[src/dcache_pkg.sv]
`default_nettype none

package dcache_pkg;

    localparam int WORD_W     = 32;
    localparam int LINE_WORDS = 16;
    localparam int LINE_COUNT = 128;
    localparam int TAG_W      = 19;
    localparam int BE_W       = 4;

    localparam int INDEX_W  = $clog2(LINE_COUNT);
    localparam int OFFSET_W = $clog2(LINE_WORDS);
    localparam int BYTE_W   = $clog2(BE_W);    // Byte select within a word

    // read_type / write_type codes
    localparam logic BUS_CACHED   = 1'b0;
    localparam logic BUS_UNCACHED = 1'b1;

    // Physical address, raw or split for the cache lookup
    typedef union packed {
        logic [WORD_W-1:0] raw;
        struct packed {
            logic [TAG_W-1:0]    tag;
            logic [INDEX_W-1:0]  index;
            logic [OFFSET_W-1:0] offset;
            logic [BYTE_W-1:0]   byte_sel;
        } fields;
    } dcache_addr_u;

endpackage

`default_nettype wire
[src/dcache_refill_buffer.sv]
`default_nettype none

module dcache_refill_buffer
    import dcache_pkg::*;
(
    input  wire                                 clk,
    input  wire                                 rst,
    input  wire                                 capture,
    input  wire                                 ddata_rvalid,
    input  wire [WORD_W-1:0]                    ddata_rdata,
    output logic [LINE_WORDS-1:0][WORD_W-1:0]   refill_words
);

    logic [OFFSET_W-1:0] beat_cnt;

    // Restarts at word 0 for every burst
    always_ff @(posedge clk) begin
        if (rst || !capture) begin
            beat_cnt <= '0;
        end else if (ddata_rvalid) begin
            beat_cnt <= beat_cnt + 1'b1;
        end
    end

    always_ff @(posedge clk) begin
        if (rst) begin
            refill_words <= '0;
        end else if (capture && ddata_rvalid) begin
            refill_words[beat_cnt] <= ddata_rdata;
        end
    end

endmodule

`default_nettype wire

[config.mk]
export PLATFORM = sky130hd
export DESIGN_NAME = dcache_refill_buffer
export DESIGN_NICKNAME = d
export VERILOG_FILES = /design/src/dcache_pkg.sv /design/src/dcache_refill_buffer.sv
export SDC_FILE = /design/constraint.sdc
export NUM_CORES = 1
export LEC_CHECK = 0
export BUFFER_PORTS_ARGS = -buffer_cell sky130_fd_sc_hd__buf_2
export CAP_MARGIN = 10
export CORE_ASPECT_RATIO = 1.75
export CORE_MARGIN = 2
export CORE_UTILIZATION = 30
export DETAILED_ROUTE_END_ITERATION = 10
export PLACE_DENSITY = 0.53
export RECOVER_POWER = 25
export SLEW_MARGIN = 15
export SYNTH_ARGS = -nofsm -noshare
export SYNTH_HDL_FRONTEND = slang
export SYNTH_SLANG_ARGS = --single-unit
[constraint.sdc]
create_clock -name clk -period 1.9 [get_ports clk]
set_input_delay 0.475 -clock clk [delete_from_list [all_inputs] [get_ports clk]]
set_output_delay 0.475 -clock clk [all_outputs]
set_load 0.05 [all_outputs]
### After elaboration in Yosys (flattened, before gate mapping)

Index checks and enable logic that the tools add are counted.

* flip-flop bits (word level): 516
* latch bits: 0
* memory bits (writable): 0
* bits in read-only memories: 0
* input port bits: 36
* output and inout bits: 512
* logic and storage cells: 27
* memories kept: 0

* add/sub/neg operators: 1
* multipliers: 0
* divide/modulo/power cells: 0
* magnitude comparators: 2
* equality and inequality tests: 0
* shift operators: 0
* muxes and demuxes: 3
* bitwise logic cells: 0
* reductions and logical operators: 4

Operators by type and width (count)
* $bwmux W512: 1
* $demux W32 S4: 1
* $mux W32: 1
* $lt A4 B5 Y1 const B: 1
* $add A4 B1 Y4 const B: 1
* $ge A4 B1 Y1 const B: 1
* $logic_and A1 B1 Y1: 2
* $logic_not A1 Y1: 1
* $logic_or A1 B1 Y1: 1

### Longest topological paths before layout

* depth after elaboration: 5
* mapped depth: 7
* mapped depth without buffers: 4

### Worst setup path after synthesis

OpenSTA, ideal clock, no wires.

* path kind: input port to flip-flop
* start: input capture
* end: register refill_words[53] (netlist name)
* library setup time: 0.072 ns
* data arrival time: 1.421 ns
* data required time: 1.828 ns
* path slack: 0.408 ns
* stages: 6
* buffers on the path: 3
* cells stage by stage: nor2b_1 > buf_2 > and3_1 > buf_6 > buf_12 > mux2i_1

* longest elaborated chain between the ends: 1

Ends and longest elaborated chain
* from (decl): line dcache_refill_buffer.sv:8 `input wire capture,`
* $logic_and A1 B1 Y1: line dcache_refill_buffer.sv:28 `end else if (capture && ddata_rvalid) begin`
* to (signal, indexed assignment): line dcache_refill_buffer.sv:29 `refill_words[beat_cnt] <= ddata_rdata;`
* to (decl): line dcache_refill_buffer.sv:11 `output logic [LINE_WORDS-1:0][WORD_W-1:0] refill_words`

Every way passes these cells.
A chain may end at the register's enable or synchronous reset.

### Worst setup path after layout

* start: register beat_cnt[0]
* end: register refill_words[24] (netlist name)

* longest elaborated chain between the ends: 5
* elaborated cells between the ends (all ways): 6
* those cells by class: order compare: 2; mux: 3; reduce/logical: 1

Ends and longest elaborated chain
* from (decl): line dcache_refill_buffer.sv:14 `logic [OFFSET_W-1:0] beat_cnt;`
* from (signal assigned): line dcache_refill_buffer.sv:21 `beat_cnt <= beat_cnt + 1'b1;`
* $lt A4 B5 Y1 (implied by the code) / $ge A4 B1 Y1 (equally long branches): line dcache_refill_buffer.sv:29
* $logic_and A1 B1 Y1 (implied by the code): line dcache_refill_buffer.sv:29
* $mux W32 (implied by the code): line dcache_refill_buffer.sv:29
* $demux W32 S4 (*): line dcache_refill_buffer.sv:29
* $bwmux W512 (*): line dcache_refill_buffer.sv:29

Mark *: on every way between the ends. The rest lies on a longest branch, timed or not.

==> qor.txt <==
Outcome -> finished, final reports clean
Residual DRC -> 0
RePlAce Congestion -> 0.769
Vias/cell -> 4.46
# H-tree levels -> 2
Number of cells on the worst reg-to-reg path -> 5
GR Overflow Total -> 0
Worst slew pin tran -> 0.772 ns
Total Routing Usage GR -> 18.3%
Die Ht -> 348 um
Clock transition at path regs -> 0.06 ns
Yosys top cell by area -> dfxtp_1
Crit Reg-Reg Endpoint -> refill_words[24]
DRT Pass-1 Iters -> 4
Rows -> 126
Worst vdd ir -> 0.546 mV
Max-slew headroom -> 48.5%
CTS tree -> yes
Mean Syn Cell Area -> 11.3 um2
Leak Pwr -> 0.0142 uW
Pins Over Slew Limit -> 0
Net Sw Frac -> 23.5%
Power density cells -> 850 nW/um2
Post-synth EDFFs -> 0
Startpoint types -> flip-flop
Register area share after synthesis -> 51.0%
PostCTS Resize Cnt -> 0
CTS Buf Count -> 50
Worst Setup SP -> beat_cnt[0]
Fin cells -> 3232
Met3 WL -> 3.83 mm
Final hold vios -> 0
Starting Density -> 30.1%
First-pass GRT wire length -> 97.4 mm
Largest net degree at the start of global routing -> 53
Main combinational cell family by area after synthesis -> multiplexers
Top Metal Used -> met5
Die area -> 69700 um2
CTS Buffer Depth -> 3
Clock power share -> 44.6%
Via count -> 14400
Share of the synthesized area in the top cell type -> 51.0%
Area delta synth->final -> 26.8%
Smallest setup slack after layout -> 0.166 ns
Placed insts -> 3142
Buffer count from post-CTS setup fixing -> 0
Crit Path Class -> reg -> reg
Pre-CTS setup slack -> 0.0810 ns
Critical Path AT -> 2.24 ns
Synth Area in Simple Gates -> 17.9%
Synth Instances -> 1790
Mux share of post-synthesis cell area -> 25.4%
Setup_tns -> 0 ns
Crit-path max FO -> 17
ANT nets after route -> 0
Compound-gate portion of the synthesized area -> 0%
Final core occ -> 38.2%
Nature of the critical path endpoint -> flip-flop
Critical Path RT -> 2.41 ns
Worst skew pair latency -> 0.60 ns
Share of post-route cells with drive strength above 1 -> 30.5%
Top FF cell, synth -> dfxtp_1
Antenna violations before repair -> 2
Routed met2 length -> 31.4 mm
Adder-Cell Fraction of Synth Area -> 0.247%
Final wirelength -> 65.9 mm
Post-route minimum period -> 1.73 ns
Int Pwr -> 16700 uW
Nets -> 2338
Comb pwr share -> 5.5%
Flop pwr share -> 49.9%
Synth warn -> 0
FFs w/ async S/R, synth -> 0%
Final setup vio count -> 0
HP Class -> in -> reg
Distinct cell type count after synthesis -> 22
Vias in the first global route -> 15000
End point of the critical path -> refill_words[24]
Worst Clk Skew -> 0.0197 ns
Largest cells by area after synthesis -> dfxtp_1, mux2i_1, nand2b_1
RSZ-0062 raised after global routing -> false
Clock Tree Root -> clkbuf_16
Dpl hpwl -> 45.8 mm
CTS sink cnt -> 516
Total Power Consumption -> 21800 uW
List of most frequent post-synthesis cells -> nand2b_1, dfxtp_1, mux2i_1
Die W -> 200 um
Num ports -> 548
Detailed router's first-iteration violation count -> 446
R2R setup slack -> 0.17 ns
Post-Route M1 WL -> 27.9 mm
Post-CTS Hold Buffers -> 0
Fin crit share -> 91.3%
Yosys reg bits -> 516
Input/output buffers -> 547
Max_cap viols -> 0
Post-Synth XOR/XNOR Area -> 0.130%
Most numerous cell in the Yosys netlist -> nand2b_1
Wirelength per Cell -> 20.4 um
Cell Area, Synth -> 20200 um2
Core footprint -> 67200 um2
Psw -> 5130 uW
R2r startpoint -> beat_cnt[0]
Maximum clock frequency -> 577 MHz
Net Count, Synth -> 1830
[area by class of cell]
cell class / count / area (um2)
Timing Repair Buffer: 635 / 3860
Inverter: 2 / 7.51
Antenna cell: 2 / 5.00
Sequential cell: 516 / 10300
Fill cell: 6829 / 41500
Clock inverter: 12 / 87.6
Tap cell: 896 / 1120
Clock buffer: 76 / 1480
Multi-Input combinational cell: 1093 / 8790
[stage by stage]
step	hold WS (ns)	cell area (um2)
3_3_place_gp	0.455	24300
3_5_place_dp	0.458	24300
6_report	0.197	25700
5_1_grt	0.203	25700
2_1_floorplan	0.486	20200
4_1_cts	0.143	25900
[worst max-delay path: stages (launching register included)]
cell	delay, ns
dfxtp_1	0.42
inv_1	0.09
ha_1	0.28
nand3_2	0.10
clkbuf_4	0.45
mux2i_1	0.27
[how the worst min path moves through the flow]
stage | start | endpoint | slack, ns | cells after the start
floorplan | beat_cnt[3] | beat_cnt[3] | 0.49 | 2
global placement | refill_words[13] | refill_words[13] | 0.46 | 2
detailed placement | refill_words[12] | refill_words[12] | 0.46 | 2
CTS | ddata_rdata[0] | refill_words[480] | 0.14 | 3
global route | ddata_rdata[13] | refill_words[365] | 0.20 | 3
finish | ddata_rdata[0] | refill_words[480] | 0.20 | 3
[power groups by stage]
stage / Combinational, uW / Clock [uW] / Sequential [uW]
3_3_place_gp: 1220 / 0 / 11100
2_1_floorplan: 561 / 0 / 11300
4_1_cts: 1230 / 10100 / 10900
6_report: 1200 / 9750 / 10900
3_5_place_dp: 1230 / 0 / 11100
5_1_grt: 1270 / 10400 / 10900
[layer usage]
layer  track usage, %  up-vias
met5                0        -
met4             7.74        2
met3             4.33      107
met2             31.4      453
met1             22.0     6990
li1                 -     6868
[cells by family (layout without fill, tap and decap cells)]
logic type    Yosys count  in the layout
buf+inv               181            725
xor+xnor                3              3
fa+ha+maj               4              4
flops                 516            516
simple gates          573            573
other cells             0              2
mux                   513            513
[flip-flops by register name, indices dropped and copies added (netlist names)]
name,flops
beat_cnt,4
refill_words,512
[cells in the final DEF, fill, tap and decap left out, types with 5 or more instances in the layout]
master     instances
buf_2            547
nand2b_1         545
dfxtp_1          516
mux2i_1          513
clkbuf_16         51
buf_12            37
buf_4             35
clkbuf_1          16
nand3_1           11
clkbuf_8          11
nand3_2            5
clkbuf_4           5
buf_6              5
(Power assumes the default switching activity.)
