<file path="src/dcache_pkg.sv">
`default_nettype none

package dcache_pkg;

    localparam int WORD_W     = 32;
    localparam int LINE_WORDS = 16;
    localparam int LINE_COUNT = 128;
    localparam int TAG_W      = 19;
    localparam int BE_W       = 4;

    localparam int INDEX_W  = $clog2(LINE_COUNT);
    localparam int OFFSET_W = $clog2(LINE_WORDS);
    localparam int BYTE_W   = $clog2(BE_W);    // Byte select within a word

    // read_type / write_type codes
    localparam logic BUS_CACHED   = 1'b0;
    localparam logic BUS_UNCACHED = 1'b1;

    // Physical address, raw or split for the cache lookup
    typedef union packed {
        logic [WORD_W-1:0] raw;
        struct packed {
            logic [TAG_W-1:0]    tag;
            logic [INDEX_W-1:0]  index;
            logic [OFFSET_W-1:0] offset;
            logic [BYTE_W-1:0]   byte_sel;
        } fields;
    } dcache_addr_u;

endpackage

`default_nettype wire
</file>
<file path="src/dcache_write_ctrl.sv">
`default_nettype none

module dcache_write_ctrl
    import dcache_pkg::*;
(
    input  wire                                 clk,
    input  wire                                 rst,
    input  wire                                 wr_start,
    input  wire                                 wr_uncached,
    input  wire dcache_addr_u                   daddr_psy,
    input  wire [BE_W-1:0]                      dwen,
    input  wire [WORD_W-1:0]                    wdata,
    input  wire [TAG_W-1:0]                     victim_tag,
    input  wire [LINE_WORDS-1:0][WORD_W-1:0]    line_words,
    input  wire                                 daddr_wreq_ok,
    input  wire                                 ddata_wready,
    input  wire                                 ddata_bvalid,
    output logic [WORD_W-1:0]                   daddr_wreq,
    output logic                                write_en,
    output logic                                write_type,
    output logic [BE_W-1:0]                     write_byte_en,
    output logic                                dwvalid,
    output logic [WORD_W-1:0]                   dwdata,
    output logic                                dwlast,
    output logic                                wr_idle,
    output logic                                wr_done
);

    localparam logic [2:0] W_IDLE     = 3'd0;
    localparam logic [2:0] W_C_SHAKE  = 3'd1;
    localparam logic [2:0] W_C_WRITE  = 3'd2;
    localparam logic [2:0] W_C_RESULT = 3'd3;
    localparam logic [2:0] W_U_SHAKE  = 3'd4;
    localparam logic [2:0] W_U_WRITE  = 3'd5;
    localparam logic [2:0] W_U_RESULT = 3'd6;

    logic [2:0]          state;
    logic [2:0]          next_state;
    logic [OFFSET_W-1:0] beat_cnt;
    dcache_addr_u        victim_addr;

    // Line base of the line being evicted
    always_comb begin
        victim_addr                 = daddr_psy;
        victim_addr.fields.tag      = victim_tag;
        victim_addr.fields.offset   = '0;
        victim_addr.fields.byte_sel = '0;
    end

    always_ff @(posedge clk) begin
        if (rst) begin
            state <= W_IDLE;
        end else begin
            state <= next_state;
        end
    end

    always_ff @(posedge clk) begin
        if (rst || state != W_C_WRITE) begin
            beat_cnt <= '0;
        end else if (ddata_wready) begin
            beat_cnt <= beat_cnt + 1'b1;
        end
    end

    assign wr_idle = (state == W_IDLE);
    assign wr_done = ((state == W_C_RESULT) || (state == W_U_RESULT)) && ddata_bvalid;

    always_comb begin
        next_state    = state;
        daddr_wreq    = '0;
        write_en      = 1'b0;
        write_type    = BUS_CACHED;
        write_byte_en = '0;
        dwvalid       = 1'b0;
        dwdata        = '0;
        dwlast        = 1'b0;

        case (state)
            W_IDLE: begin
                if (wr_start) begin
                    next_state = wr_uncached ? W_U_SHAKE : W_C_SHAKE;
                end
            end
            W_C_SHAKE: begin
                daddr_wreq    = victim_addr.raw;
                write_en      = 1'b1;
                write_byte_en = {BE_W{1'b1}};
                if (daddr_wreq_ok) begin
                    next_state = W_C_WRITE;
                end
            end
            W_C_WRITE: begin
                write_byte_en = {BE_W{1'b1}};
                dwvalid       = 1'b1;
                dwdata        = line_words[beat_cnt];  // Store is untouched until refill
                dwlast        = &beat_cnt;
                if (dwlast && ddata_wready) begin
                    next_state = W_C_RESULT;
                end
            end
            W_U_SHAKE: begin
                daddr_wreq    = daddr_psy.raw;
                write_en      = 1'b1;
                write_type    = BUS_UNCACHED;
                write_byte_en = dwen;
                if (daddr_wreq_ok) begin
                    next_state = W_U_WRITE;
                end
            end
            W_U_WRITE: begin
                write_byte_en = dwen;
                dwvalid       = 1'b1;
                dwdata        = wdata;
                dwlast        = 1'b1;   // Single beat
                if (ddata_wready) begin
                    next_state = W_U_RESULT;
                end
            end
            W_C_RESULT, W_U_RESULT: begin
                if (ddata_bvalid) begin
                    next_state = W_IDLE;
                end
            end
            default: begin
                next_state = W_IDLE;
            end
        endcase
    end

endmodule

`default_nettype wire

</file>
<file path="config.mk">
export PLATFORM = sky130hd
export DESIGN_NAME = dcache_write_ctrl
export DESIGN_NICKNAME = d
export VERILOG_FILES = /design/src/dcache_pkg.sv /design/src/dcache_write_ctrl.sv
export SDC_FILE = /design/constraint.sdc
export NUM_CORES = 1
export LEC_CHECK = 0
export CAP_MARGIN = 10
export CORE_AREA = 2 2 264 266
export DETAILED_ROUTE_END_ITERATION = 16
export DIE_AREA = 0 0 266 268
export DONT_BUFFER_PORTS = 1
export HOLD_SLACK_MARGIN = 0.12
export MAX_ROUTING_LAYER = met4
export RECOVER_POWER = 100
export SLEW_MARGIN = 30
export SYNTH_ARGS = -nofsm -noshare
export SYNTH_HDL_FRONTEND = slang
export SYNTH_SLANG_ARGS = --single-unit
</file>
<file path="constraint.sdc">
create_clock -name clk -period 1.7 [get_ports clk]
set_input_delay 0.34 -clock clk [delete_from_list [all_inputs] [get_ports clk]]
set_output_delay 0.34 -clock clk [all_outputs]
set_load 0.05 [all_outputs]
</file>
# Word level (Yosys, flattened, before mapping)
# Cells that the tools add are included.
dict set report word_totals {
  reg_bits 7
  out_inout_bits 74
}
dict set report classes {
  addsub 1
  n_mux 17
  magnitude_cmp 1
  eq_ne 13
  n_reduce_logical 12
}
# operator n
set op_table {}
lappend op_table {{binary-select mux 32 bit (select 4 bit)} 1}
lappend op_table {{case mux 32 bit (2 select lines)} 2}
lappend op_table {{two-way mux 32 bit} 1}
lappend op_table {{two-way mux 3 bit} 7}
lappend op_table {{case mux 3 bit (6 select lines)} 1}
lappend op_table {{inequality test 2 bit, second input constant} 6}
lappend op_table {{OR reduction 2 bit} 5}
lappend op_table {{equality test 3 bit, second input constant} 3}
lappend op_table {{case mux 4 bit (2 select lines)} 1}
lappend op_table {{equality test 3 x 2 -> 1 bit, second input constant} 2}
lappend op_table {{AND reduction 6 bit} 1}
lappend op_table {{less-than comparator 4 x 5 -> 1 bit, second input constant} 1}
lappend op_table {{adder 4 x 1 -> 4 bit, second input constant} 1}
lappend op_table {{AND reduction 4 bit} 1}
lappend op_table {{equality test 3 x 1 -> 1 bit, second input constant} 1}
lappend op_table {{logical NOT 3 bit} 1}
lappend op_table {{two-way mux 1 bit} 3}
lappend op_table {{inequality test 3 x 2 -> 1 bit, second input constant} 1}
lappend op_table {{logical AND 1 bit} 2}
lappend op_table {{logical OR 1 bit} 2}
lappend op_table {{case mux 1 bit (2 select lines)} 1}

# Logic depth before layout (Yosys ltp)
dict set report depth {
  depth_word 4
  mapped_depth 7
  ltp_nobuf 5
}

# Worst setup path before layout
# Ideal clock, no wire load.
dict set report synth_path {
  kind {reg2out}
  start {reg state[1]}
  end {out dwdata[16]}
  setup_slack_ns -0.961
  arrival_time_ns 2.321
  path_stages_with_launch 6
  required_ns 1.360
  n_path_buf 2
  path_cell_list {dfxtp_1 buf_4 or3b_4 or2_4 buf_6 o21ai_0}
}
dict set report synth_between {
  elab_chain_len 2
  word_cells_on_any_way 3
  cone_classes {2 x eq/ne; 1 x mux}
}
# element line_no
set synth_rtl {}
lappend synth_rtl {{start, declared} dcache_write_ctrl.sv:37} ;# logic [2:0] state;
lappend synth_rtl {{start signal, assigned} dcache_write_ctrl.sv:54} ;# state <= next_state;
lappend synth_rtl {{equality test 3 bit / equality test 3 x 2 -> 1 bit (equally long branches)} dcache_write_ctrl.sv:79} ;# case (state)
lappend synth_rtl {{case mux 32 bit (2 select lines) (*)} dcache_write_ctrl.sv:79}
lappend synth_rtl {{end, declared} dcache_write_ctrl.sv:23} ;# output logic [WORD_W-1:0] dwdata,
# Mark *: on every way between the ends. The rest lies on a longest branch, timed or not.

# Worst setup path after layout
dict set report layout_path {
  start {reg beat_cnt[0]}
  end {out dwdata[0]}
}
dict set report layout_between {
  elab_chain_len 3
}
# element line_no
set layout_rtl {}
lappend layout_rtl {{start, declared} dcache_write_ctrl.sv:39} ;# logic [OFFSET_W-1:0] beat_cnt;
lappend layout_rtl {{start signal, assigned} dcache_write_ctrl.sv:62} ;# beat_cnt <= beat_cnt + 1'b1;
lappend layout_rtl {{binary-select mux 32 bit (select 4 bit)} dcache_write_ctrl.sv:96} ;# dwdata = line_words[beat_cnt];
lappend layout_rtl {{two-way mux 32 bit (not written as such)} dcache_write_ctrl.sv:96}
lappend layout_rtl {{case mux 32 bit (2 select lines)} dcache_write_ctrl.sv:79}
# Every way passes these cells. The select of a mux whose other input is x is not followed.

==> results.toml <==
[clock_tree]
numCtsBuffers = 3
cts_sinks = 7
cts_max_path_buffers = 2
root_buffer = "clkbuf_16"
path_clk_slew_ps = 40
cts_tree = "done"
htreeDepth = 1
insertion_delay_ps = 230

[setup_path]
crit_path_max_fanout = 5
rr_endpoint = "state[0]"
cp_top_family = "multiplexers"
rr_startpoint = "beat_cnt[0]"
rrSetupSlack_ps = -270
crit_type = "flop to primary output"
slowest_delay_ps = 510
worst-path-buf-inv = 5
end_kind = "primary output"
cp.arrival_ps = 2110
rr_worst_depth = 8
worstPathCellList = "buf_16 > buf_12 > buf_12 > buf_4 > mux4_2 > mux2i_2 > buf_4 > o21ai_4"
critPathLaunch = "beat_cnt[0]"
worstPathRequired_ps = 1360
start_kind = "flop"
slowest_stage = "mux4_2"

[synth]
synth_seq_cells = 7
synthCells = 517
synth_cell_types = 45
syn_nets = 1124
synth_edf_count = 0
async_flop_share_pct = 0
synthFlopType = "dfxtp_1"
seq_area_frac_synth_pct = 2.70
synth.cell_area_um2 = 5190
yosys_warnings = 0
syn_area_per_cell_um2 = 10.0

[global_route]
grt_usage_pct = 12.5
grt_pass1_vias = 6868
grt_max_degree = 31
grt_pass1_wl_um = 58900
antenna_found_initial = 15
grt_remaining_overflow = 0

[status]
outcome = "finished, violations left"
violations = "negative setup slack"

[power]
power.total_uw = 7310
peakVddDrop_uv = 676
static-leakage-power_uw = 0.00319
powerDensity_nw_per_um2 = 688

[die]
start_util_pct = 7.61
io_pins = 680
die_x_um = 266
fp-row-count = 96
die_area_um2 = 71300
die_y_um = 268
core_area_um2 = 68200

[sta]
holdWs_ps = 177
period_share_pct = 144
rsz0062_at_grt = "yes"
hold_viol_final = 0
max-slew-margin-rel_pct = 71.3
worst_pin_slew_ps = 429
fin_setup_tns_ps = -32290
fin_skew_ps = 10.1
slew_violations = 0
layout_setup_ws_ps = -746
period_needed_ps = 2450
max_freq_ghz = 0.409
finalSetupViolCount = 75

[final_layout]
drive_gt1_share_pct = 69.5
area_growth_pct = 105
finalNonFillerCells = 1589
final_util_pct = 15.6
num-nets-final = 1303

[placed_design]
dp_cells = 1485
portBuffers = 0
gp_congestion = 1.06
hpwl_um = 39100

[routing]
drtPass1Iterations = 5
drt_first_iter_violations = 311
drc_errors = 0
routed_wl_um = 48500
num_vias = 6352
vias_per_cell = 4.00
postRouteAntennaNets = 0
wl_per_cell_um = 30.5

[worst_hold_path]
min_to = "beat_cnt[2]"
hp-class = "input pin to flop"
hold_start = "rst"
min_path_cells = 1

[run]
drv_cap = 0
cell usage after synthesis, types with 4 or more instances:
cell type  instances  area (um^2)
mux2i_1          159         1590
mux4_2            64         1440
a22oi_1           62          465
a32oi_1           31          272
buf_2             22          110
o21ai_1           21          105
a22o_1            19          166
buf_4             19          143
o21ai_0           17         85.1
clkbuf_1          16         60.1
nor2b_1            9         56.3
buf_6              8         90.1
and2_1             7         43.8
dfxtp_1            7          140
nor2_1             6         22.5
nor3_1             6         30.0
nand2_1            5         18.8
a21oi_1            4         20.0
worst max-delay path by stage:
stage / cells after the start / end / slack, ps
after floorplan: 5 / dwdata[10] / -360
after global placement: 8 / dwdata[16] / -520
after detailed placement: 6 / dwdata[24] / -570
after CTS: 8 / dwdata[15] / -760
after global routing: 8 / dwdata[29] / -800
final: 8 / dwdata[0] / -750
worst register-to-register path: cells and delay by family (launching register included):
family                   cells  cell delay, ps
flip-flops                   1             400
adder cells (fa/ha/maj)      1             160
buffers and inverters        3             470
AO/OA/AOI/OAI                2             370
multiplexers                 1             300
AND/OR/NAND/NOR              1             140
cell families after synthesis:
group | count (synthesis) | synth area share, %
AO/OA/AOI/OAI | 163 | 22.9
XOR/XNOR | 4 | 0.675
adder cells (fa/ha/maj) | 1 | 0.241
buffers and inverters | 70 | 8.12
flip-flops | 7 | 2.70
multiplexers | 227 | 59.9
AND/OR/NAND/NOR | 45 | 5.54
layout by cell type (no fill, tap or decap), types with 12 or more instances in the layout:
cell,count
o21ai_2,21
buf_12,89
buf_8,13
mux4_2,66
mux2i_2,24
buf_4,71
buf_6,49
diode_2,12
mux2i_4,12
a22o_4,19
a22oi_1,37
a32oi_1,18
mux2i_1,123
a22oi_2,26
o21ai_4,16
buf_16,12
a32oi_2,13
cell type report:
| type | instances | area, um^2 |
|---|---|---|
| fill | 7482 | 57600 |
| multi-input combinational | 440 | 5700 |
| timing repair buffer | 241 | 3550 |
| tap | 882 | 1100 |
| sequential | 7 | 155 |
| clock buffer | 4 | 78.8 |
| antenna | 12 | 30.0 |
| inverter | 3 | 20.0 |
per-stage QoR:
stage	setup WS (ps)	area, um^2
2_1_floorplan	-361	5530
3_3_place_gp	-524	8360
3_5_place_dp	-567	8360
4_1_cts	-759	9740
5_1_grt	-803	10600
6_report	-746	10600
per-layer routing:
metal | track usage [%] | up-vias | wire [um]
li1 | - | 2574 | -
met1 | 14.2 | 3067 | 18300
met2 | 21.0 | 586 | 23200
met3 | 3.13 | 125 | 4420
met4 | 5.39 | 0 | 2560
met5 | - | - | 0
report_power, final:
part	switching (uW)	internal [uW]
sequential	16.9	188
combinational	3470	3230
clock	96.9	313
total	3580	3730
sequential cells by signal, summed over array words and instances, names as in the netlist:
| name | flops |
|---|---|
| beat_cnt | 4 |
| state | 3 |
timing repair:
action                     in CTS  in global routing
setup buffers                  42                 43
pin swaps                      45                 60
cloned                          9                  6
setup endpoints to repair      74                 76
resized for setup             152                111
hold buffers                    0                  0
Power figures use the tool's default switching activity.
