[config.mk]
export PLATFORM = sky130hd
export DESIGN_NAME = dcache_ctrl
export DESIGN_NICKNAME = d
export VERILOG_FILES = /design/src/dcache_pkg.sv /design/src/dcache_ctrl.sv
export SDC_FILE = /design/constraint.sdc
export NUM_CORES = 1
export LEC_CHECK = 0
export BUFFER_PORTS_ARGS = -buffer_cell sky130_fd_sc_hd__buf_4
export CAP_MARGIN = 10
export CORE_AREA = 2 2 466 468
export CTS_BUF_LIST = sky130_fd_sc_hd__clkbuf_16
export CTS_CLUSTER_DIAMETER = 50
export DETAILED_ROUTE_END_ITERATION = 8
export DIE_AREA = 0 0 468 470
export PLACE_DENSITY = 0.3
export SETUP_SLACK_MARGIN = 0.05
export SYNTH_ARGS = -nofsm -noshare
export SYNTH_HDL_FRONTEND = slang
export SYNTH_SLANG_ARGS = --single-unit
[constraint.sdc]
create_clock -name clk -period 6.3 [get_ports clk]
set_clock_uncertainty 0.15 [all_clocks]
set_input_delay 1.26 -clock clk [delete_from_list [all_inputs] [get_ports clk]]
set_output_delay 1.26 -clock clk [all_outputs]
set_load 0.03 [all_outputs]
[src/dcache_pkg.sv]
`default_nettype none

package dcache_pkg;

    localparam int WORD_W     = 32;
    localparam int LINE_WORDS = 16;
    localparam int LINE_COUNT = 128;
    localparam int TAG_W      = 19;
    localparam int BE_W       = 4;

    localparam int INDEX_W  = $clog2(LINE_COUNT);
    localparam int OFFSET_W = $clog2(LINE_WORDS);
    localparam int BYTE_W   = $clog2(BE_W);    // Byte select within a word

    // read_type / write_type codes
    localparam logic BUS_CACHED   = 1'b0;
    localparam logic BUS_UNCACHED = 1'b1;

    // Physical address, raw or split for the cache lookup
    typedef union packed {
        logic [WORD_W-1:0] raw;
        struct packed {
            logic [TAG_W-1:0]    tag;
            logic [INDEX_W-1:0]  index;
            logic [OFFSET_W-1:0] offset;
            logic [BYTE_W-1:0]   byte_sel;
        } fields;
    } dcache_addr_u;

endpackage

`default_nettype wire
[src/dcache_ctrl.sv]
`default_nettype none

module dcache_ctrl
    import dcache_pkg::*;
(
    input  wire                                 clk,
    input  wire                                 rst,
    input  wire                                 den,
    input  wire [BE_W-1:0]                      dwen,
    input  wire dcache_addr_u                   daddr_psy,
    input  wire                                 daddr_type,
    input  wire [WORD_W-1:0]                    wdata,
    input  wire                                 hit,
    input  wire                                 victim_dirty,
    input  wire [LINE_WORDS-1:0][WORD_W-1:0]    line_words,
    input  wire                                 daddr_req_ok,
    input  wire                                 ddata_rvalid,
    input  wire [WORD_W-1:0]                    ddata_rdata,
    input  wire                                 ddata_rlast,
    input  wire                                 wr_idle,
    input  wire                                 wr_done,
    input  wire [LINE_WORDS-1:0][WORD_W-1:0]    refill_words,
    output logic                                data_ok,
    output logic [WORD_W-1:0]                   data_data,
    output logic                                mmu_running,
    output logic [WORD_W-1:0]                   daddr_req,
    output logic                                read_en,
    output logic                                read_type,
    output logic                                capture,
    output logic                                store_we,
    output logic                                refill_sel,
    output logic                                wr_start,
    output logic                                wr_uncached
);

    localparam logic [2:0] S_IDLE     = 3'd0;
    localparam logic [2:0] S_C_SHAKE  = 3'd1;
    localparam logic [2:0] S_C_WAIT   = 3'd2;
    localparam logic [2:0] S_C_WWAIT  = 3'd3;
    localparam logic [2:0] S_REFILL   = 3'd4;
    localparam logic [2:0] S_U_SHAKE  = 3'd5;
    localparam logic [2:0] S_U_RETURN = 3'd6;
    localparam logic [2:0] S_U_WWAIT  = 3'd7;

    logic [2:0]   state;
    logic [2:0]   next_state;
    logic         is_write;
    dcache_addr_u line_addr;

    assign is_write = |dwen;
    assign capture  = (state == S_C_WAIT);

    always_comb begin
        line_addr                 = daddr_psy;
        line_addr.fields.offset   = '0;
        line_addr.fields.byte_sel = '0;
    end

    always_ff @(posedge clk) begin
        if (rst) begin
            state <= S_IDLE;
        end else begin
            state <= next_state;
        end
    end

    always_comb begin
        next_state  = state;
        data_ok     = 1'b0;
        data_data   = '0;
        mmu_running = 1'b0;
        daddr_req   = '0;
        read_en     = 1'b0;
        read_type   = BUS_CACHED;
        store_we    = 1'b0;
        refill_sel  = 1'b0;
        wr_start    = 1'b0;
        wr_uncached = 1'b0;

        case (state)
            S_IDLE: begin
                if (den && daddr_type) begin
                    mmu_running = 1'b1;
                    if (is_write) begin
                        wr_start    = 1'b1;
                        wr_uncached = 1'b1;
                        next_state  = S_U_WWAIT;
                    end else begin
                        daddr_req  = daddr_psy.raw;
                        read_en    = 1'b1;
                        read_type  = BUS_UNCACHED;
                        next_state = daddr_req_ok ? S_U_RETURN : S_U_SHAKE;
                    end
                end else if (den && hit) begin
                    data_ok = 1'b1;
                    if (is_write) begin
                        store_we  = 1'b1;   // Byte merge lands at the next edge
                        data_data = wdata;
                    end else begin
                        data_data = line_words[daddr_psy.fields.offset];
                    end
                end else if (den) begin
                    // Miss, a dirty victim goes out on the write bus meanwhile
                    mmu_running = 1'b1;
                    daddr_req   = line_addr.raw;
                    read_en     = 1'b1;
                    wr_start    = victim_dirty;
                    next_state  = daddr_req_ok ? S_C_WAIT : S_C_SHAKE;
                end
            end
            S_C_SHAKE: begin
                mmu_running = 1'b1;
                daddr_req   = line_addr.raw;
                read_en     = 1'b1;
                if (daddr_req_ok) begin
                    next_state = S_C_WAIT;
                end
            end
            S_C_WAIT: begin
                mmu_running = 1'b1;
                if (ddata_rvalid && ddata_rlast) begin
                    next_state = wr_idle ? S_REFILL : S_C_WWAIT;
                end
            end
            S_C_WWAIT: begin
                mmu_running = 1'b1;     // Victim still draining
                if (wr_idle) begin
                    next_state = S_REFILL;
                end
            end
            S_REFILL: begin
                mmu_running = 1'b1;
                store_we    = 1'b1;
                refill_sel  = 1'b1;
                data_ok     = !is_write;    // Writes retry as a hit
                data_data   = refill_words[daddr_psy.fields.offset];
                next_state  = S_IDLE;
            end
            S_U_SHAKE: begin
                mmu_running = 1'b1;
                daddr_req   = daddr_psy.raw;
                read_en     = 1'b1;
                read_type   = BUS_UNCACHED;
                if (daddr_req_ok) begin
                    next_state = S_U_RETURN;
                end
            end
            S_U_RETURN: begin
                mmu_running = 1'b1;
                data_ok     = ddata_rvalid;
                data_data   = ddata_rdata;
                if (ddata_rvalid && ddata_rlast) begin
                    next_state = S_IDLE;
                end
            end
            S_U_WWAIT: begin
                mmu_running = 1'b1;
                if (wr_done) begin
                    data_ok    = 1'b1;
                    data_data  = wdata;
                    next_state = S_IDLE;
                end
            end
            default: begin
                next_state = S_IDLE;
            end
        endcase
    end

endmodule

`default_nettype wire

==> Word level (Yosys, flattened, before mapping) <==
Index checks and enable logic that the tools add are counted.
{ "classes": {"n_lt_le_gt_ge": 1, "eq_ne": 15, "muxes": 52, "reduce_logical": 9} }
{ "op_table": {"columns": ["op", "count"], "rows": [
  ["$mux 32", 10],
  ["$bmux 32 s4", 2],
  ["$pmux 32 s4", 1],
  ["$pmux 32 s3", 1],
  ["$mux 3", 10],
  ["$pmux 3 s8", 1],
  ["$mux 1", 19],
  ["$eq 3x3->1 const B", 4],
  ["$ne 2x2->1 const B", 5],
  ["$pmux 1 s2", 4],
  ["$reduce_and 8->1", 1],
  ["$reduce_or 7->1", 1],
  ["$eq 3x2->1 const B", 2],
  ["$mux 2", 3],
  ["$ne 3x3->1 const B", 2],
  ["$lt 4x5->1 const B", 1],
  ["$pmux 1 s4", 1],
  ["$reduce_or 4->1", 1],
  ["$eq 3x1->1 const B", 1],
  ["$logic_and 1x1->1", 3],
  ["$logic_not 3->1", 1],
  ["$ne 2x1->1 const B", 1],
  ["$reduce_or 2->1", 1],
  ["$logic_not 1->1", 1]
]} }
{ "totals": {"reg_bits": 3, "inputBits": 1135, "out_inout_bits": 73, "word_cells": 78} }

==> Longest topological paths before layout <==
{ "depth": {"depth_word": 6, "mapped_depth": 8, "ltp_nobuf": 5} }

==> Least setup slack after synthesis <==
Ideal clock, no wire load.
{ "synth_timing": {"path_type": "input to output", "start": "input den", "end": "output store_we", "arrival_ns": 2.861, "t_required_ns": 4.890, "slack_ns": 2.029, "stages": 4, "n_path_buf": 1, "cell_sequence": "buf_4 or4b_4 or2_1 o21ai_0"} }
{ "synth_via": {"elab_chain_cells": 4} }
{ "synth_lines": {"columns": ["element", "line", "rtl"], "rows": [
  ["start: declaration", "dcache_ctrl.sv:8", "input wire den,"],
  ["$logic_and 1x1->1", "dcache_ctrl.sv:94", "end else if (den && hit) begin"],
  ["$mux 1", "dcache_ctrl.sv:94", null],
  ["$mux 1 (*)", "dcache_ctrl.sv:82", "if (den && daddr_type) begin"],
  ["$pmux 1 s2 (*)", "dcache_ctrl.sv:80", "case (state)"],
  ["end: declaration", "dcache_ctrl.sv:30", "output logic store_we,"]
]} }
Every way passes the cells marked *; elsewhere a longest branch is shown, timed or not.

==> Worst setup path after layout <==
{ "layout_timing": {"start": "input daddr_psy[2] (netlist bit)", "end": "output data_data[28]"} }
{ "layout_via": {"elab_chain_cells": 6} }
{ "layout_lines": {"columns": ["element", "line", "rtl"], "rows": [
  ["start: declaration", "dcache_ctrl.sv:10", "input wire dcache_addr_u daddr_psy,"],
  ["$bmux 32 s4", "dcache_ctrl.sv:100", "data_data = line_words[daddr_psy.fields.offset];"],
  ["$mux 32 (not written as such)", "dcache_ctrl.sv:100", null],
  ["$mux 32", "dcache_ctrl.sv:96", "if (is_write) begin"],
  ["$mux 32", "dcache_ctrl.sv:94", null],
  ["$mux 32", "dcache_ctrl.sv:82", null],
  ["$pmux 32 s4 (*)", "dcache_ctrl.sv:80", null],
  ["end: declaration", "dcache_ctrl.sv:24", "output logic [WORD_W-1:0] data_data,"]
]} }
Every way passes the cells marked *; elsewhere a longest branch is shown, timed or not. The select of a mux whose other input is x is not followed.

==> flow_summary.ini <==
[setup_path]
end_kind = output pin
cp.depth = 8
worstSetupStartpointType = input port
cp_max_fo = 34
cpMaxStageDelayCell = mux2i_1
cp_cell_sequence = buf_8 -> buf_12 -> mux2i_1 -> a22oi_1 -> a21oi_1 -> a211o_1 -> o2111ai_1 -> buf_4
crit_family = compound AO/OA/AOI/OAI gates
cp.required_ns = 4.89
path_class = input port to output pin
crit_buf_inv = 3
cpPeakStageDelay_ns = 0.86
crit_path_end = data_data[28]
ff2ff_setup_slack_ns = 3.88
cp.arrival_ns = 4.39
r2r-end = state[2]$_SDFFE_PP0P_
crit_start = daddr_psy[2]
regToRegStartpoint = state[0]$_SDFFE_PP0P_
rr_worst_depth = 5

[drt]
drc = 0
drt-vias-per-instance = 3.14
wirelength_um = 172000
ant_nets = 0
dr.pass1.iters = 5
avgRoutedWirePerCell_um = 33.1
first_iter_violations = 970
vias = 16338

[yosys]
syn_nets = 2308
postSynthCellCount = 1173
synthArstFlopShare = 0
synth_area_mm2 = 0.00998
synth_edf_count = 0
synthXorXnorAreaFrac = 0
synthSimpleGateAreaFrac = 0.0969
synth_top_family_by_area = multiplexers
synthFlopType = dfxtp_1
ys_ff_latch = 3
synth.avg_cell_area_um2 = 8.51
synth.area.mux_share = 0.562
ys_seq_area_frac = 0.00602
yosysWarnings = 0
yosysUniqueCellTypes = 39
synthAdderAreaFrac = 0
synth-compound-area-share = 0.263

[power_and_ir_drop]
clkPwrFrac = 0.037
power_switching_w = 0.00151
p_sw_frac = 0.561
pwr-share-seq = 0.019
pwr-share-comb = 0.944
p_int_w = 0.00118
ir_drop_mv = 0.102
p_per_area_mw_per_mm2 = 117
p_leak_nw = 10.2

[cells_and_area]
regMostFlops = state
fin_nets = 3467
largest_reg_flops = 3
reg_top3 = state x3
stdcell_count = 5210
fin_area_mm2 = 0.0229
layout_commonest_cell = buf_4
fillers = 25236
area_delta_synth_final_pct = 130
final_cell_mix = buf_4 (1278), mux2i_1 (415), a22oi_1 (192)
drive_gt1_frac = 0.592

[global_routing]
antenna_found_initial = 157
grt_pass1_wl_um = 206000
grt_max_degree = 68
overflow = 0
grt_pass1_vias = 16911
grt_usage = 0.148

[flow_run]
max_cap_viol_count = 0

[sta]
rsz0062_at_grt = false
setup_tns_ns = 0
finalSetupViolations = 0
hold_violations = 0
hold_ws_ns = 0.622
worst_pin_slew_ns = 1.28
fin_crit_sh = 0.921
max_freq_mhz = 172
maxSlewViolCount = 0
slew_headroom = 0.145
fin_crit_ns = 5.80

[floorplan]
start_util = 0.0463
die_height_um = 470
die_w_um = 468
dieArea_mm2 = 0.220
row_count = 171
io_pins = 1208
core_area_mm2 = 0.216

[clocking]
numCtsBuffers = 3
clkTransAtPathRegs_ns = 0.03
holdBufCountCts = 0
cts_tree = built
clk_path_buf_depth = 2
htreeDepth = 1
post-cts-setup-buffers = 0
ctsResizeCount = 0
cts.sinks = 3
clock-root-buffer = clkbuf_16
clkLatencyLatePin_ns = 0.23

[placed_design]
dp_hpwl_um = 158000
port_buffers = 1207
placed_area_mm2 = 0.0228
gp_congestion = 0.875
place_inst = 5181

[min_path]
holdCritPathClass = flop to flop

[status]
status = completed
-- through the flow --
| stage | utilization | worst slack, ns | power [W] |
|---|---|---|---|
| after global routing | 0.106 | 0.365 | 0.00285 |
| after floorplan | - | 2.03 | 0.00114 |
| after CTS | 0.106 | 0.290 | 0.00275 |
| final | 0.106 | 0.497 | 0.00269 |
| after global placement | 0.106 | 0.319 | 0.00266 |
| after detailed placement | 0.106 | 0.301 | 0.00264 |
-- area by class of cell --
| class | count | area, µm² | share of cell area |
|---|---|---|---|
| Clock inverter | 1 | 3.75 | 0.000164 |
| Inverter | 6 | 22.5 | 0.000981 |
| Timing Repair Buffer | 1294 | 9900 | 0.431 |
| Clock buffer | 3 | 75.1 | 0.00327 |
| Antenna cell | 25 | 62.6 | 0.00273 |
| Sequential cell | 3 | 61.3 | 0.00267 |
| Multi-Input combinational cell | 1024 | 9250 | 0.403 |
| Tap cell | 2854 | 3570 | 0.156 |
-- layer usage --
layer,track usage,vias up,routed length (µm)
li1,-,7110,-
met1,0.182,7814,72500
met2,0.248,1092,80000
met3,0.0632,212,17900
met4,0.00538,110,1110
met5,0,-,718
-- power groups by stage --
stage	combinational, W	clock, W	sequential (W)
after floorplan	0.00110	0	0.0000343
after detailed placement	0.00259	0	0.0000500
after global placement	0.00261	0	0.0000506
after CTS	0.00260	0.000102	0.0000498
final	0.00254	0.0000997	0.0000506
after global routing	0.00269	0.000107	0.0000527
-- cells by family after synthesis --
family                 count (synthesis)
AOI/OAI and AO/OA                    373
buffers and inverters                146
DFF                                    3
muxes                                480
and+or+nand+nor                      171
-- worst min path at each step --
stage / from / endpoint / slack [ns] / cells past startpoint
after global placement: state[2]$_SDFFE_PP0P_ / state[2]$_SDFFE_PP0P_ / 0.63 / 2
after detailed placement: state[2]$_SDFFE_PP0P_ / state[2]$_SDFFE_PP0P_ / 0.60 / 2
after CTS: state[2]$_SDFFE_PP0P_ / state[2]$_SDFFE_PP0P_ / 0.61 / 2
final: state[2]$_SDFFE_PP0P_ / state[2]$_SDFFE_PP0P_ / 0.62 / 2
after global routing: state[2]$_SDFFE_PP0P_ / state[2]$_SDFFE_PP0P_ / 0.69 / 2
after floorplan: state[2]$_SDFFE_PP0P_ / state[2]$_SDFFE_PP0P_ / 0.50 / 3
-- cell usage after synthesis, drive strengths merged (2+ instances only) --
master	number	area, µm²
nor3	4	20.0
mux4	64	1440
clkbuf	52	195
nand2	11	41.3
or2	2	12.5
buf	88	499
a22oi	192	1440
and2	8	50.1
a211o	32	280
o31ai	2	15.0
nand3	66	330
dfxtp	3	60.1
nor4	2	27.5
inv	6	22.5
a21oi	68	344
o21ai	38	190
mux2i	416	4160
nor2b	62	388
o2111ai	33	289
nor2	11	57.6
a31oi	3	18.8
-- tightest hold or removal path, delay by kind of cell, from the launching register on --
kind	cells	cell delay, ns
buf+inv	1	0.17
compound gates	1	0.09
flops	1	0.46
(Power assumes the default switching activity.)
